==> src/inj_defs.svh <==
`ifndef INJ_DEFS_SVH
`define INJ_DEFS_SVH

// flit and source word width.
`define FLIT_SIZE       32

// task allocation header length in flits.
`define HEADER_SIZE     13

// header word positions; 5, 6 and 7 stay zero.
`define HDR_TARGET      4'd0
`define HDR_PAYLOAD     4'd1
`define HDR_SERVICE     4'd2
`define HDR_TASK_ID     4'd3
`define HDR_MAPPER      4'd4
`define HDR_MAPPER_ID   4'd8
`define HDR_DATA_SZ     4'd9
`define HDR_TEXT_SZ     4'd10
`define HDR_BSS_SZ      4'd11
`define HDR_ENTRY       4'd12

`define TASK_ALLOCATION 32'h40

`define TASK_CNT_W      8

`endif

==> src/inj_pkg.sv <==
`default_nettype none

`include "inj_defs.svh"

package inj_pkg;

    typedef logic [`FLIT_SIZE-1:0] flit_t;

    typedef logic [3:0] hdr_idx_t; // 13 header words.

    typedef enum logic [2:0] {
        BUILD_IDLE,  // waiting for the task count.
        BUILD_TXT,
        BUILD_DATA,
        BUILD_BSS,
        BUILD_ENTRY,
        BUILD_SEND,  // packet in flight.
        BUILD_NEXT
    } build_state_t;

    typedef enum logic [1:0] {
        SEND_IDLE,
        SEND_HEADER,
        SEND_CODE,
        SEND_DONE
    } send_state_t;

endpackage

`default_nettype wire

==> src/header_store.sv <==
`timescale 1ns/100ps
`default_nettype none

`include "inj_defs.svh"

module header_store
    import inj_pkg::*;
(
    input  wire logic     clk_i,
    input  wire logic     rst_ni,
    input  wire logic     we_i,
    input  wire logic     clear_i,
    input  wire hdr_idx_t waddr_i,
    input  wire flit_t    wdata_i,
    input  wire hdr_idx_t raddr_i,
    output flit_t         rdata_o
);

    flit_t words_q [`HEADER_SIZE];

    always_ff @(posedge clk_i or negedge rst_ni) begin
        if (!rst_ni) begin
            for (int i = 0; i < `HEADER_SIZE; i++) begin
                words_q[i] <= '0;
            end
        end else begin
            for (int i = 0; i < `HEADER_SIZE; i++) begin
                if (we_i && waddr_i == hdr_idx_t'(i)) begin
                    words_q[i] <= wdata_i; // write wins over clear.
                end else if (clear_i) begin
                    words_q[i] <= '0;
                end
            end
        end
    end

    // indices past the header read as zero.
    always_comb begin
        if (raddr_i < hdr_idx_t'(`HEADER_SIZE)) begin
            rdata_o = words_q[raddr_i];
        end else begin
            rdata_o = '0;
        end
    end

endmodule

`default_nettype wire

==> src/packet_sender.sv <==
`timescale 1ns/100ps
`default_nettype none

`include "inj_defs.svh"

module packet_sender
    import inj_pkg::*;
(
    input  wire logic  clk_i,
    input  wire logic  rst_ni,
    input  wire logic  send_start_i,
    input  wire flit_t code_len_i,
    input  wire flit_t hdr_rdata_i,
    input  wire logic  src_rx_i,
    input  wire flit_t src_data_i,
    input  wire logic  noc_credit_i,
    output hdr_idx_t   hdr_raddr_o,
    output logic       noc_tx_o,
    output flit_t      noc_data_o,
    output logic       code_ready_o,
    output logic       send_done_o
);

    send_state_t state_q, state_d;

    hdr_idx_t hdr_idx_q;
    flit_t    code_cnt_q; // code words forwarded so far.
    logic     noc_fire;
    logic     hdr_last;
    logic     code_last;

    assign noc_fire    = noc_tx_o && noc_credit_i;
    assign hdr_last    = hdr_idx_q == hdr_idx_t'(`HEADER_SIZE - 1);
    assign code_last   = code_cnt_q == code_len_i - 1'b1;
    assign hdr_raddr_o = hdr_idx_q;
    assign send_done_o = state_q == SEND_DONE;

    always_comb begin
        noc_tx_o     = 1'b0;
        noc_data_o   = hdr_rdata_i;
        code_ready_o = 1'b0;
        case (state_q)
            SEND_HEADER: noc_tx_o = 1'b1;
            SEND_CODE: begin
                // source words pass straight through.
                noc_tx_o     = src_rx_i;
                noc_data_o   = src_data_i;
                code_ready_o = noc_credit_i;
            end
            default: ;
        endcase
    end

    always_comb begin
        state_d = state_q;
        case (state_q)
            SEND_IDLE: begin
                if (send_start_i) begin
                    state_d = SEND_HEADER;
                end
            end
            SEND_HEADER: begin
                if (noc_fire && hdr_last) begin
                    state_d = (code_len_i == '0) ? SEND_DONE : SEND_CODE;
                end
            end
            SEND_CODE: begin
                if (noc_fire && code_last) begin
                    state_d = SEND_DONE;
                end
            end
            default: state_d = SEND_IDLE; // done lasts one cycle.
        endcase
    end

    always_ff @(posedge clk_i or negedge rst_ni) begin
        if (!rst_ni) begin
            state_q    <= SEND_IDLE;
            hdr_idx_q  <= '0;
            code_cnt_q <= '0;
        end else begin
            state_q <= state_d;
            if (state_q == SEND_IDLE) begin
                hdr_idx_q  <= '0;
                code_cnt_q <= '0;
            end else if (state_q == SEND_HEADER && noc_fire && !hdr_last) begin
                hdr_idx_q <= hdr_idx_q + 1'b1;
            end else if (state_q == SEND_CODE && noc_fire) begin
                code_cnt_q <= code_cnt_q + 1'b1;
            end
        end
    end

endmodule

`default_nettype wire

==> src/task_header_builder.sv <==
`timescale 1ns/100ps
`default_nettype none

`include "inj_defs.svh"

module task_header_builder
    import inj_pkg::*;
(
    input  wire logic        clk_i,
    input  wire logic        rst_ni,
    input  wire logic        src_rx_i,
    input  wire flit_t       src_data_i,
    input  wire logic [15:0] target_address_i,
    input  wire logic [15:0] mapper_address_i,
    input  wire logic [7:0]  app_id_i,
    input  wire logic        code_ready_i,
    input  wire logic        send_done_i,
    output logic             src_credit_o,
    output logic             hdr_we_o,
    output logic             hdr_clear_o,
    output hdr_idx_t         hdr_waddr_o,
    output flit_t            hdr_wdata_o,
    output logic             send_start_o,
    output flit_t            code_len_o
);

    build_state_t state_q, state_d;

    logic [`TASK_CNT_W-1:0] task_cnt_q;
    logic [`TASK_CNT_W-1:0] task_idx_q;
    logic [2:0]             wr_step_q;
    logic                   send_start_q;
    flit_t                  len_sum_q;  // text + data bytes.
    flit_t                  entry_q;
    logic [15:0]            target_q;
    logic                   src_fire;
    logic                   last_task;

    assign src_fire     = src_rx_i && src_credit_o;
    assign last_task    = (task_idx_q + 1'b1) == task_cnt_q;
    assign code_len_o   = {2'b00, len_sum_q[`FLIT_SIZE-1:2]}; // bytes to words.
    assign send_start_o = send_start_q;

    always_comb begin
        case (state_q)
            BUILD_IDLE, BUILD_TXT, BUILD_DATA, BUILD_BSS, BUILD_ENTRY: src_credit_o = 1'b1;
            BUILD_SEND: src_credit_o = code_ready_i;
            default:    src_credit_o = 1'b0;
        endcase
    end

    always_comb begin
        state_d = state_q;
        case (state_q)
            BUILD_IDLE:  if (src_fire && src_data_i[`TASK_CNT_W-1:0] != '0) state_d = BUILD_TXT;
            BUILD_TXT:   if (src_fire) state_d = BUILD_DATA;
            BUILD_DATA:  if (src_fire) state_d = BUILD_BSS;
            BUILD_BSS:   if (src_fire) state_d = BUILD_ENTRY;
            BUILD_ENTRY: if (src_fire) state_d = BUILD_SEND;
            BUILD_SEND:  if (send_done_i) state_d = BUILD_NEXT;
            BUILD_NEXT:  state_d = last_task ? BUILD_IDLE : BUILD_TXT;
            default:     state_d = BUILD_IDLE;
        endcase
    end

    // size words go in as they arrive. the fixed fields follow in BUILD_SEND,
    // word k is written before the sender can reach index k.
    always_comb begin
        hdr_we_o    = 1'b0;
        hdr_clear_o = 1'b0;
        hdr_waddr_o = `HDR_TARGET;
        hdr_wdata_o = '0;
        case (state_q)
            BUILD_TXT: begin
                hdr_we_o    = src_fire;
                hdr_clear_o = src_fire; // new header.
                hdr_waddr_o = `HDR_TEXT_SZ;
                hdr_wdata_o = src_data_i;
            end
            BUILD_DATA: begin
                hdr_we_o    = src_fire;
                hdr_waddr_o = `HDR_DATA_SZ;
                hdr_wdata_o = src_data_i;
            end
            BUILD_BSS: begin
                hdr_we_o    = src_fire;
                hdr_waddr_o = `HDR_BSS_SZ;
                hdr_wdata_o = src_data_i;
            end
            BUILD_ENTRY: begin
                hdr_we_o    = src_fire;
                hdr_waddr_o = `HDR_PAYLOAD;
                hdr_wdata_o = code_len_o + flit_t'(`HEADER_SIZE - 2);
            end
            BUILD_SEND: begin
                hdr_we_o = 1'b1;
                case (wr_step_q)
                    3'd0: hdr_wdata_o = {16'b0, target_q};
                    3'd1: begin
                        hdr_waddr_o = `HDR_SERVICE;
                        hdr_wdata_o = `TASK_ALLOCATION;
                    end
                    3'd2: begin
                        hdr_waddr_o = `HDR_TASK_ID;
                        hdr_wdata_o = {16'b0, app_id_i, task_idx_q};
                    end
                    3'd3: begin
                        hdr_waddr_o = `HDR_MAPPER;
                        hdr_wdata_o = {16'b0, mapper_address_i};
                    end
                    3'd4: hdr_waddr_o = `HDR_MAPPER_ID; // always zero.
                    3'd5: begin
                        hdr_waddr_o = `HDR_ENTRY;
                        hdr_wdata_o = entry_q;
                    end
                    default: hdr_we_o = 1'b0;
                endcase
            end
            default: ;
        endcase
    end

    always_ff @(posedge clk_i or negedge rst_ni) begin
        if (!rst_ni) begin
            state_q      <= BUILD_IDLE;
            task_cnt_q   <= '0;
            task_idx_q   <= '0;
            wr_step_q    <= '0;
            send_start_q <= 1'b0;
        end else begin
            state_q      <= state_d;
            send_start_q <= (state_q == BUILD_ENTRY) && src_fire;
            if (state_q == BUILD_IDLE && src_fire) begin
                task_cnt_q <= src_data_i[`TASK_CNT_W-1:0];
                task_idx_q <= '0;
            end else if (state_q == BUILD_NEXT && !last_task) begin
                task_idx_q <= task_idx_q + 1'b1;
            end
            if (state_q == BUILD_ENTRY && src_fire) begin
                wr_step_q <= '0;
            end else if (state_q == BUILD_SEND && wr_step_q != 3'd6) begin
                wr_step_q <= wr_step_q + 1'b1;
            end
        end
    end

    always_ff @(posedge clk_i) begin
        if (src_fire) begin
            case (state_q)
                BUILD_TXT: begin
                    len_sum_q <= src_data_i;
                    target_q  <= target_address_i;
                end
                BUILD_DATA:  len_sum_q <= len_sum_q + src_data_i;
                BUILD_ENTRY: entry_q   <= src_data_i;
                default: ;
            endcase
        end
    end

endmodule

`default_nettype wire

==> src/task_injector.sv <==
`timescale 1ns/100ps
`default_nettype none

module task_injector
    import inj_pkg::*;
(
    input  wire logic        clk_i,
    input  wire logic        rst_ni,
    input  wire logic        src_rx_i,
    output logic             src_credit_o,
    input  wire flit_t       src_data_i,
    input  wire logic [15:0] target_address_i,
    input  wire logic [15:0] mapper_address_i,
    input  wire logic [7:0]  app_id_i,
    output logic             noc_tx_o,
    input  wire logic        noc_credit_i,
    output flit_t            noc_data_o
);

    logic     hdr_we;
    logic     hdr_clear;
    hdr_idx_t hdr_waddr;
    flit_t    hdr_wdata;
    hdr_idx_t hdr_raddr;
    flit_t    hdr_rdata;
    logic     send_start;
    logic     send_done;
    flit_t    code_len;
    logic     code_ready;

    task_header_builder i_builder (
        .clk_i            (clk_i),
        .rst_ni           (rst_ni),
        .src_rx_i         (src_rx_i),
        .src_data_i       (src_data_i),
        .target_address_i (target_address_i),
        .mapper_address_i (mapper_address_i),
        .app_id_i         (app_id_i),
        .code_ready_i     (code_ready),
        .send_done_i      (send_done),
        .src_credit_o     (src_credit_o),
        .hdr_we_o         (hdr_we),
        .hdr_clear_o      (hdr_clear),
        .hdr_waddr_o      (hdr_waddr),
        .hdr_wdata_o      (hdr_wdata),
        .send_start_o     (send_start),
        .code_len_o       (code_len)
    );

    header_store i_store (
        .clk_i   (clk_i),
        .rst_ni  (rst_ni),
        .we_i    (hdr_we),
        .clear_i (hdr_clear),
        .waddr_i (hdr_waddr),
        .wdata_i (hdr_wdata),
        .raddr_i (hdr_raddr),
        .rdata_o (hdr_rdata)
    );

    packet_sender i_sender (
        .clk_i        (clk_i),
        .rst_ni       (rst_ni),
        .send_start_i (send_start),
        .code_len_i   (code_len),
        .hdr_rdata_i  (hdr_rdata),
        .src_rx_i     (src_rx_i),
        .src_data_i   (src_data_i),
        .noc_credit_i (noc_credit_i),
        .hdr_raddr_o  (hdr_raddr),
        .noc_tx_o     (noc_tx_o),
        .noc_data_o   (noc_data_o),
        .code_ready_o (code_ready),
        .send_done_o  (send_done)
    );

endmodule

`default_nettype wire

==> config.mk <==
export PLATFORM = sky130hd
export DESIGN_NAME = task_injector
export DESIGN_NICKNAME = d
export VERILOG_FILES = /design/src/inj_pkg.sv /design/src/header_store.sv /design/src/packet_sender.sv /design/src/task_header_builder.sv /design/src/task_injector.sv
export VERILOG_INCLUDE_DIRS = /design/src
export SDC_FILE = /design/constraint.sdc
export NUM_CORES = 1
export LEC_CHECK = 0
export BUFFER_PORTS_ARGS = -buffer_cell sky130_fd_sc_hd__buf_2
export CORE_ASPECT_RATIO = 1.75
export CORE_MARGIN = 4
export CORE_UTILIZATION = 38
export DETAILED_ROUTE_END_ITERATION = 10
export PLACE_DENSITY = 0.63
export SYNTH_ARGS = -nofsm -noshare
export SYNTH_HDL_FRONTEND = slang
export SYNTH_SLANG_ARGS = --single-unit
==> constraint.sdc <==
create_clock -name clk_i -period 5.37 [get_ports clk_i]
set_input_delay 0.537 -clock clk_i [delete_from_list [all_inputs] [get_ports clk_i]]
set_output_delay 0.537 -clock clk_i [all_outputs]
set_load 0.005 [all_outputs]
==> results of run 1 <==
[kinds of logic after synthesis]
kind of cell	after synthesis	share of synthesized area, %
xor+xnor	130	4.01
simple gates	914	16.1
mux	120	8.51
buf+inv	276	3.76
compound gates	659	14.8
fa+ha+maj	50	2.23
flops	557	50.5
[layer usage]
metal	part of all wire, %	vias to the layer above	GRT usage (%)
met1	37	11200	26.0
met4	6.7	0	12.6
li1	-	9941	-
met3	5.9	258	2.92
met5	0	-	0
met2	50	875	38.1
[placed cells by master, fill, tap and decap left out, drive strengths merged, types with 76 or more instances in the layout]
cell and count:
clkbuf 76, buf 163, o21ai 369, mux4 96, nand2 234, nor2 87, edfxtp 80, nand3 323
dfrtp 477, and3 77
[cell type report]
| type | instances | area [µm²] | area share (%) |
|---|---|---|---|
| clock buffers | 75 | 1510 | 4.79 |
| clock inverters | 18 | 226 | 0.720 |
| inverters | 38 | 144 | 0.457 |
| multi-input cells | 1873 | 13000 | 41.5 |
| flip-flops and latches | 557 | 14300 | 45.6 |
| well taps | 938 | 1170 | 3.73 |
| repair buffers | 164 | 1010 | 3.22 |
[report_power, final]
part | leakage, nW | total, mW | switching, mW | internal, mW
Sequential | 7.28 | 6.08 | 0.829 | 5.25
Combinational | 5.34 | 5.56 | 3.47 | 2.09
Clock | 0.850 | 3.82 | 1.67 | 2.15
Total | 13.5 | 15.5 | 5.97 | 9.49
[registers in the layout, indices dropped and copies added (netlist names)]
register	count
i_store.words_q	416
i_builder.entry_q	32
i_builder.len_sum_q	32
i_sender.code_cnt_q	32
i_builder.target_q	16
i_builder.task_cnt_q	8
i_builder.task_idx_q	8
i_sender.hdr_raddr_o	4
i_builder.state_q	3
i_builder.wr_step_q	3
i_sender.state_q	2
i_builder.send_start_o	1
[critical path: stages, from the launching register on]
cell and delay [ns]:
dfrtp_4 0.84, buf_4 0.71, mux4_2 0.60, a221o_1 0.30, a32o_1 0.34, buf_2 0.16
[per-stage QoR]
stage	area (µm²)	setup slack, ns
finish	31500	1.24
global route	31500	1.03
CTS	31400	1.12
detailed placement	29700	1.52
global placement	29700	1.57
floorplan	28400	2.37
[worst paths after layout]
check / to / depth (start not counted)
setup / recovery: noc_data_o[9] / 5
min in group clk_i: i_builder.target_q[15]$_DFFE_PP_ / 1
hold / removal: i_store.words_q[264]$_DFFE_PN0P_ / 1
hold reg to reg: i_store.words_q[106]$_DFFE_PN0P_ / 2
setup reg to reg: i_sender.state_q[1]$_DFFE_PN0P_ / 10
max in group asynchronous: i_store.words_q[26]$_DFFE_PN0P_ / 2
==> impl_metrics.env, run 1 <==
export IMPL_critPathMaxFanout=35
export IMPL_tightestPinTransition_ns=1.39
export IMPL_postCtsResizedCells=0
export IMPL_clock_latency_ns=0.61
export IMPL_max_freq_mhz=242
export IMPL_cts_tree="built"
export IMPL_dpl_hpwl_mm=58.2
export IMPL_cts_made_buffers=50
export IMPL_overflow=0
export IMPL_rsz0062_at_grt="no"
export IMPL_yosysUniqueCellTypes=77
export IMPL_clock_root_buffer="clkbuf_16"
export IMPL_dieArea_um2=79300
export IMPL_period_share_pct=77.0
export IMPL_grt_pass1_wl_mm=138
export IMPL_htreeDepth=2
export IMPL_diodes=0
export IMPL_wirelength_mm=88.3
export IMPL_synth_ff_type="dfrtp_1"
export IMPL_fin_crit_ns=4.13
export IMPL_ant_nets=0
export IMPL_synth_edff_count=80
export IMPL_synthesis_nets=2832
export IMPL_cap_violations=0
export IMPL_drive_gt1_share_pct=14.2
export IMPL_cp_startpoint="i_sender.hdr_raddr_o[0]$_DFFE_PN0P_"
export IMPL_failed_checks="negative hold slack"
export IMPL_leakage_nw=13.5
export IMPL_vias=22300
export IMPL_async_flop_share_pct=85.6
export IMPL_ys_ff_latch=557
export IMPL_netlist_top_cells_area="dfrtp_1 42%, edfxtp_1 8.5%, mux4_2 7.6%"
export IMPL_final_setup_viol_count=0
export IMPL_fillCellCount=6922
export IMPL_synth_cells=2706
export IMPL_reg2reg_slack_ns=1.30
export IMPL_place_gp_congestion=0.984
export IMPL_area_growth_pct=10.9
export IMPL_avgSynthCellArea_um2=10.5
export IMPL_finalNetCount=2810
export IMPL_io_pins=110
export IMPL_critical_path_class="flip-flop to output pin"
export IMPL_outcome="finished with violations"
export IMPL_grtUsageTotal_pct=21.9
export IMPL_hold_ws_ns=-0.0525
export IMPL_finalHoldViolations=20
export IMPL_post_cts_buffers=0
export IMPL_die_w_um=215
export IMPL_yosys_warnings=0
export IMPL_setup_tns_ns=0
export IMPL_crit_arrival_ns=3.60
export IMPL_die_h_um=369
export IMPL_clock_sinks=557
export IMPL_viasPerCell=6.09
export IMPL_cp_required_ns=4.83
export IMPL_final_core_util_pct=42.5
export IMPL_synth_most_common_cell="dfrtp_1"
export IMPL_slew_limit_headroom_pct=7.34
export IMPL_antenna_found_initial=1
export IMPL_synth_area_leader_cell="dfrtp_1"
export IMPL_dp_cells=3568
export IMPL_ys_seq_area_share_pct=50.5
export IMPL_clockBufferDepth=3
export IMPL_grt_pass1_vias=23100
export IMPL_drtIter0Drc=2043
export IMPL_power_density_nw_per_um2=491
export IMPL_coreArea_um2=74000
export IMPL_final_cells=3663
export IMPL_path_clk_slew_ns=0.07
export IMPL_cp_end_kind="output pin"
export IMPL_finalMaxSlewViolations=0
export IMPL_ctsHoldBuffers=0
export IMPL_synth_commonest_cells="477 x dfrtp_1, 361 x o21ai_0, 323 x nand3_1, 234 x nand2_1, 207 x clkbuf_1"
export IMPL_drt_first_pass_iters=6
export IMPL_wl_per_cell_um=24.1
export IMPL_hold_path_class="primary input to async pin"
export IMPL_rows=132
export IMPL_r2r_start="i_builder.len_sum_q[2]$_DFFE_PP_"
export IMPL_io_buffers=109
export IMPL_initial_core_util_pct=38.4
export IMPL_syn_area_um2=28400
export IMPL_total_power_mw=15.5
export IMPL_synth_top_cell_area_share_pct=42.1
export IMPL_grt_max_degree=229
export IMPL_clock_skew_ns=0.0131
export IMPL_ir_worst_vdd_uv=286
export IMPL_drc=0
export IMPL_startpoint_type="flip-flop"
(Power assumes the default switching activity.)
==> inputs of run 2 (changes only) <==
--- a/config.mk
+++ b/config.mk
@@ -11,7 +11,7 @@
 export CORE_MARGIN = 4
 export CORE_UTILIZATION = 38
 export DETAILED_ROUTE_END_ITERATION = 10
-export PLACE_DENSITY = 0.63
+export PLACE_DENSITY = 0.65
 export SYNTH_ARGS = -nofsm -noshare
 export SYNTH_HDL_FRONTEND = slang
 export SYNTH_SLANG_ARGS = --single-unit
==> constraint.sdc (replaced) <==
create_clock -name clk_i -period 3.3 [get_ports clk_i]
set_input_delay 0.33 -clock clk_i [delete_from_list [all_inputs] [get_ports clk_i]]
set_output_delay 0.33 -clock clk_i [all_outputs]
set_load 0.005 [all_outputs]
==> run 2 against run 1 <==
Register-to-register slack worse by 1.2 ns. The run now ends clean. Hold slack better by 0.080 ns. Sequential power rose by 54%. Sequential cell count unchanged. Cell area up 3.9%. Clock-buffer cell count rose by 2. Cell count rose by 3.4%. Wire length increased by 0.76%.
==> impl_metrics.env, run 2 (synthesis results as in run 1) <==
export IMPL_placed_area_um2=30700
export IMPL_fillCellCount=6910
export IMPL_final_cell_area_um2=32700
export IMPL_total_power_mw=25.8
export IMPL_drt_first_pass_iters=8
export IMPL_max_freq_mhz=311
export IMPL_multi_input_area_um2=13100
export IMPL_io_pins=110
export IMPL_coreArea_um2=74000
export IMPL_area_growth_pct=15.2
export IMPL_outcome="completed"
export IMPL_largest_reg_flops=416
export IMPL_dpl_hpwl_mm=59.1
export IMPL_die_h_um=369
export IMPL_tightestPinTransition_ns=1.22
export IMPL_rsz0062_at_grt="yes"
export IMPL_fin_crit_ns=3.21
export IMPL_ant_nets=0
export IMPL_finalHoldViolations=0
export IMPL_cts_tree="built"
export IMPL_final_setup_viol_count=0
export IMPL_seq_area_um2=14300
export IMPL_max_stage_delay_ns=0.57
export IMPL_clock_sinks=557
export IMPL_htreeDepth=2
export IMPL_wirelength_mm=89.0
export IMPL_startpoint_type="flip-flop"
export IMPL_hold_path_class="primary input to flip-flop"
export IMPL_cp_required_ns=3.63
export IMPL_clock_latency_ns=0.61
export IMPL_grt_pass1_wl_mm=138
export IMPL_drtIter0Drc=1902
export IMPL_die_w_um=215
export IMPL_drive_gt1_share_pct=17.5
export IMPL_final_cell_mix="475 x dfrtp_1, 360 x o21ai_0, 320 x nand3_1"
export IMPL_io_buffers=109
export IMPL_cap_violations=0
export IMPL_antenna_found_initial=1
export IMPL_finalMaxSlewViolations=0
export IMPL_slew_limit_headroom_pct=18.4
export IMPL_path_cells="ha_1 -> o211ai_1 -> o211ai_1 -> nand4_1 -> nand3_1 -> o31ai_1 -> buf_4 -> o221ai_1 -> or3_1 -> nand3_1"
export IMPL_grt_pass1_vias=22900
export IMPL_dieArea_um2=79300
export IMPL_cts_made_buffers=50
export IMPL_crit_family="compound AO/OA/AOI/OAI gates"
export IMPL_grt_max_degree=110
export IMPL_leakage_nw=14.1
export IMPL_final_common_cell="dfrtp_1"
export IMPL_rows=132
export IMPL_clockBufferDepth=3
export IMPL_period_share_pct=97.3
export IMPL_critPathMaxFanout=7
export IMPL_wl_per_cell_um=23.5
export IMPL_overflow=0
export IMPL_vias=22400
export IMPL_grtUsageTotal_pct=22.0
export IMPL_path_clk_slew_ns=0.07
export IMPL_finalNetCount=2934
export IMPL_viasPerCell=5.92
export IMPL_regMostFlops="i_store.words_q"
export IMPL_drc=0
export IMPL_clock_root_buffer="clkbuf_16"
export IMPL_initial_core_util_pct=38.4
export IMPL_cp_num_buf_inv=1
export IMPL_clock_skew_ns=0.0315
export IMPL_critical_path_class="flip-flop to flip-flop"
export IMPL_place_gp_congestion=0.969
export IMPL_ir_worst_vdd_uv=431
export IMPL_crit_slowest_cell="o211ai_1"
export IMPL_power_density_nw_per_um2=790
export IMPL_setup_tns_ns=0
export IMPL_cp_end_kind="flip-flop"
export IMPL_crit_arrival_ns=3.55
==> run 2: changes by cell type in the layout (fill, tap and decap cells not counted), moves of 3 or more <==
cell	delta
nor4_2	+3
buf_12	+14
dlygate4sd3_1	+17
nor4_1	-3
buf_4	+93
clkinvlp_4	-3
inv_6	+3
==> run 2: metrics by stage <==
stage	instances	util [%]	setup slack (ns)	hold slack, ns
2_1_floorplan	2706	-	0.348	0.0344
3_3_place_gp	3676	41.5	0.104	0.338
3_5_place_dp	3676	41.5	0.0411	0.337
4_1_cts	3786	44.1	0.00635	0.00895
5_1_grt	3788	44.2	-0.0480	0.0262
6_report	3788	44.2	0.0875	0.0276
==> run 2: area by class of cell <==
class	count	share of cell area [%]
Inverter	38	0.436
Tap cell	938	3.59
Clock inverter	16	0.593
Multi-Input combinational cell	1873	40.1
Antenna cell	1	0.00766
Sequential cell	557	43.9
Timing Repair Buffer	288	6.75
Clock buffer	77	4.67
==> run 2: where the power goes <==
group          internal, mW  total [mW]  switching (mW)  leakage (nW)
registers              8.54        9.39           0.854          7.28
logic                  4.02        10.3            6.31          6.02
clock network          3.38        6.11            2.73         0.845
==> run 2: repair_timing <==
item	CTS	global route
setup endpoints to repair	8	19
hold buffers	17	0
resized for setup	1	11
pin swaps	0	1
buffers inserted	0	0
hold endpoints to repair	75	0
cloned	0	1
==> run 2: path summary, 6_finish.rpt <==
check	start	depth (start not counted)	end	slack, ns
worst min-delay path	src_data_i[25]	1	i_builder.entry_q[25]$_DFFE_PP_	0.03
min in group asynchronous	rst_ni	2	i_store.words_q[229]$_DFFE_PN0P_	0.25
max in group asynchronous	rst_ni	4	i_builder.state_q[2]$_DFFE_PN0P_	2.08
worst max-delay path	i_builder.len_sum_q[4]$_DFFE_PP_	10	i_builder.len_sum_q[29]$_DFFE_PP_	0.09
worst min register to register	i_store.words_q[71]$_DFFE_PN0P_	2	i_store.words_q[71]$_DFFE_PN0P_	0.48
worst max register to register	i_builder.len_sum_q[4]$_DFFE_PP_	10	i_builder.len_sum_q[29]$_DFFE_PP_	0.09
==> run 2: routing by layer <==
metal | global-route usage (%) | wire (µm)
met5 | 0 | 0
met4 | 9.58 | 4380
met3 | 2.24 | 4560
met2 | 40.0 | 46100
met1 | 26.5 | 34000
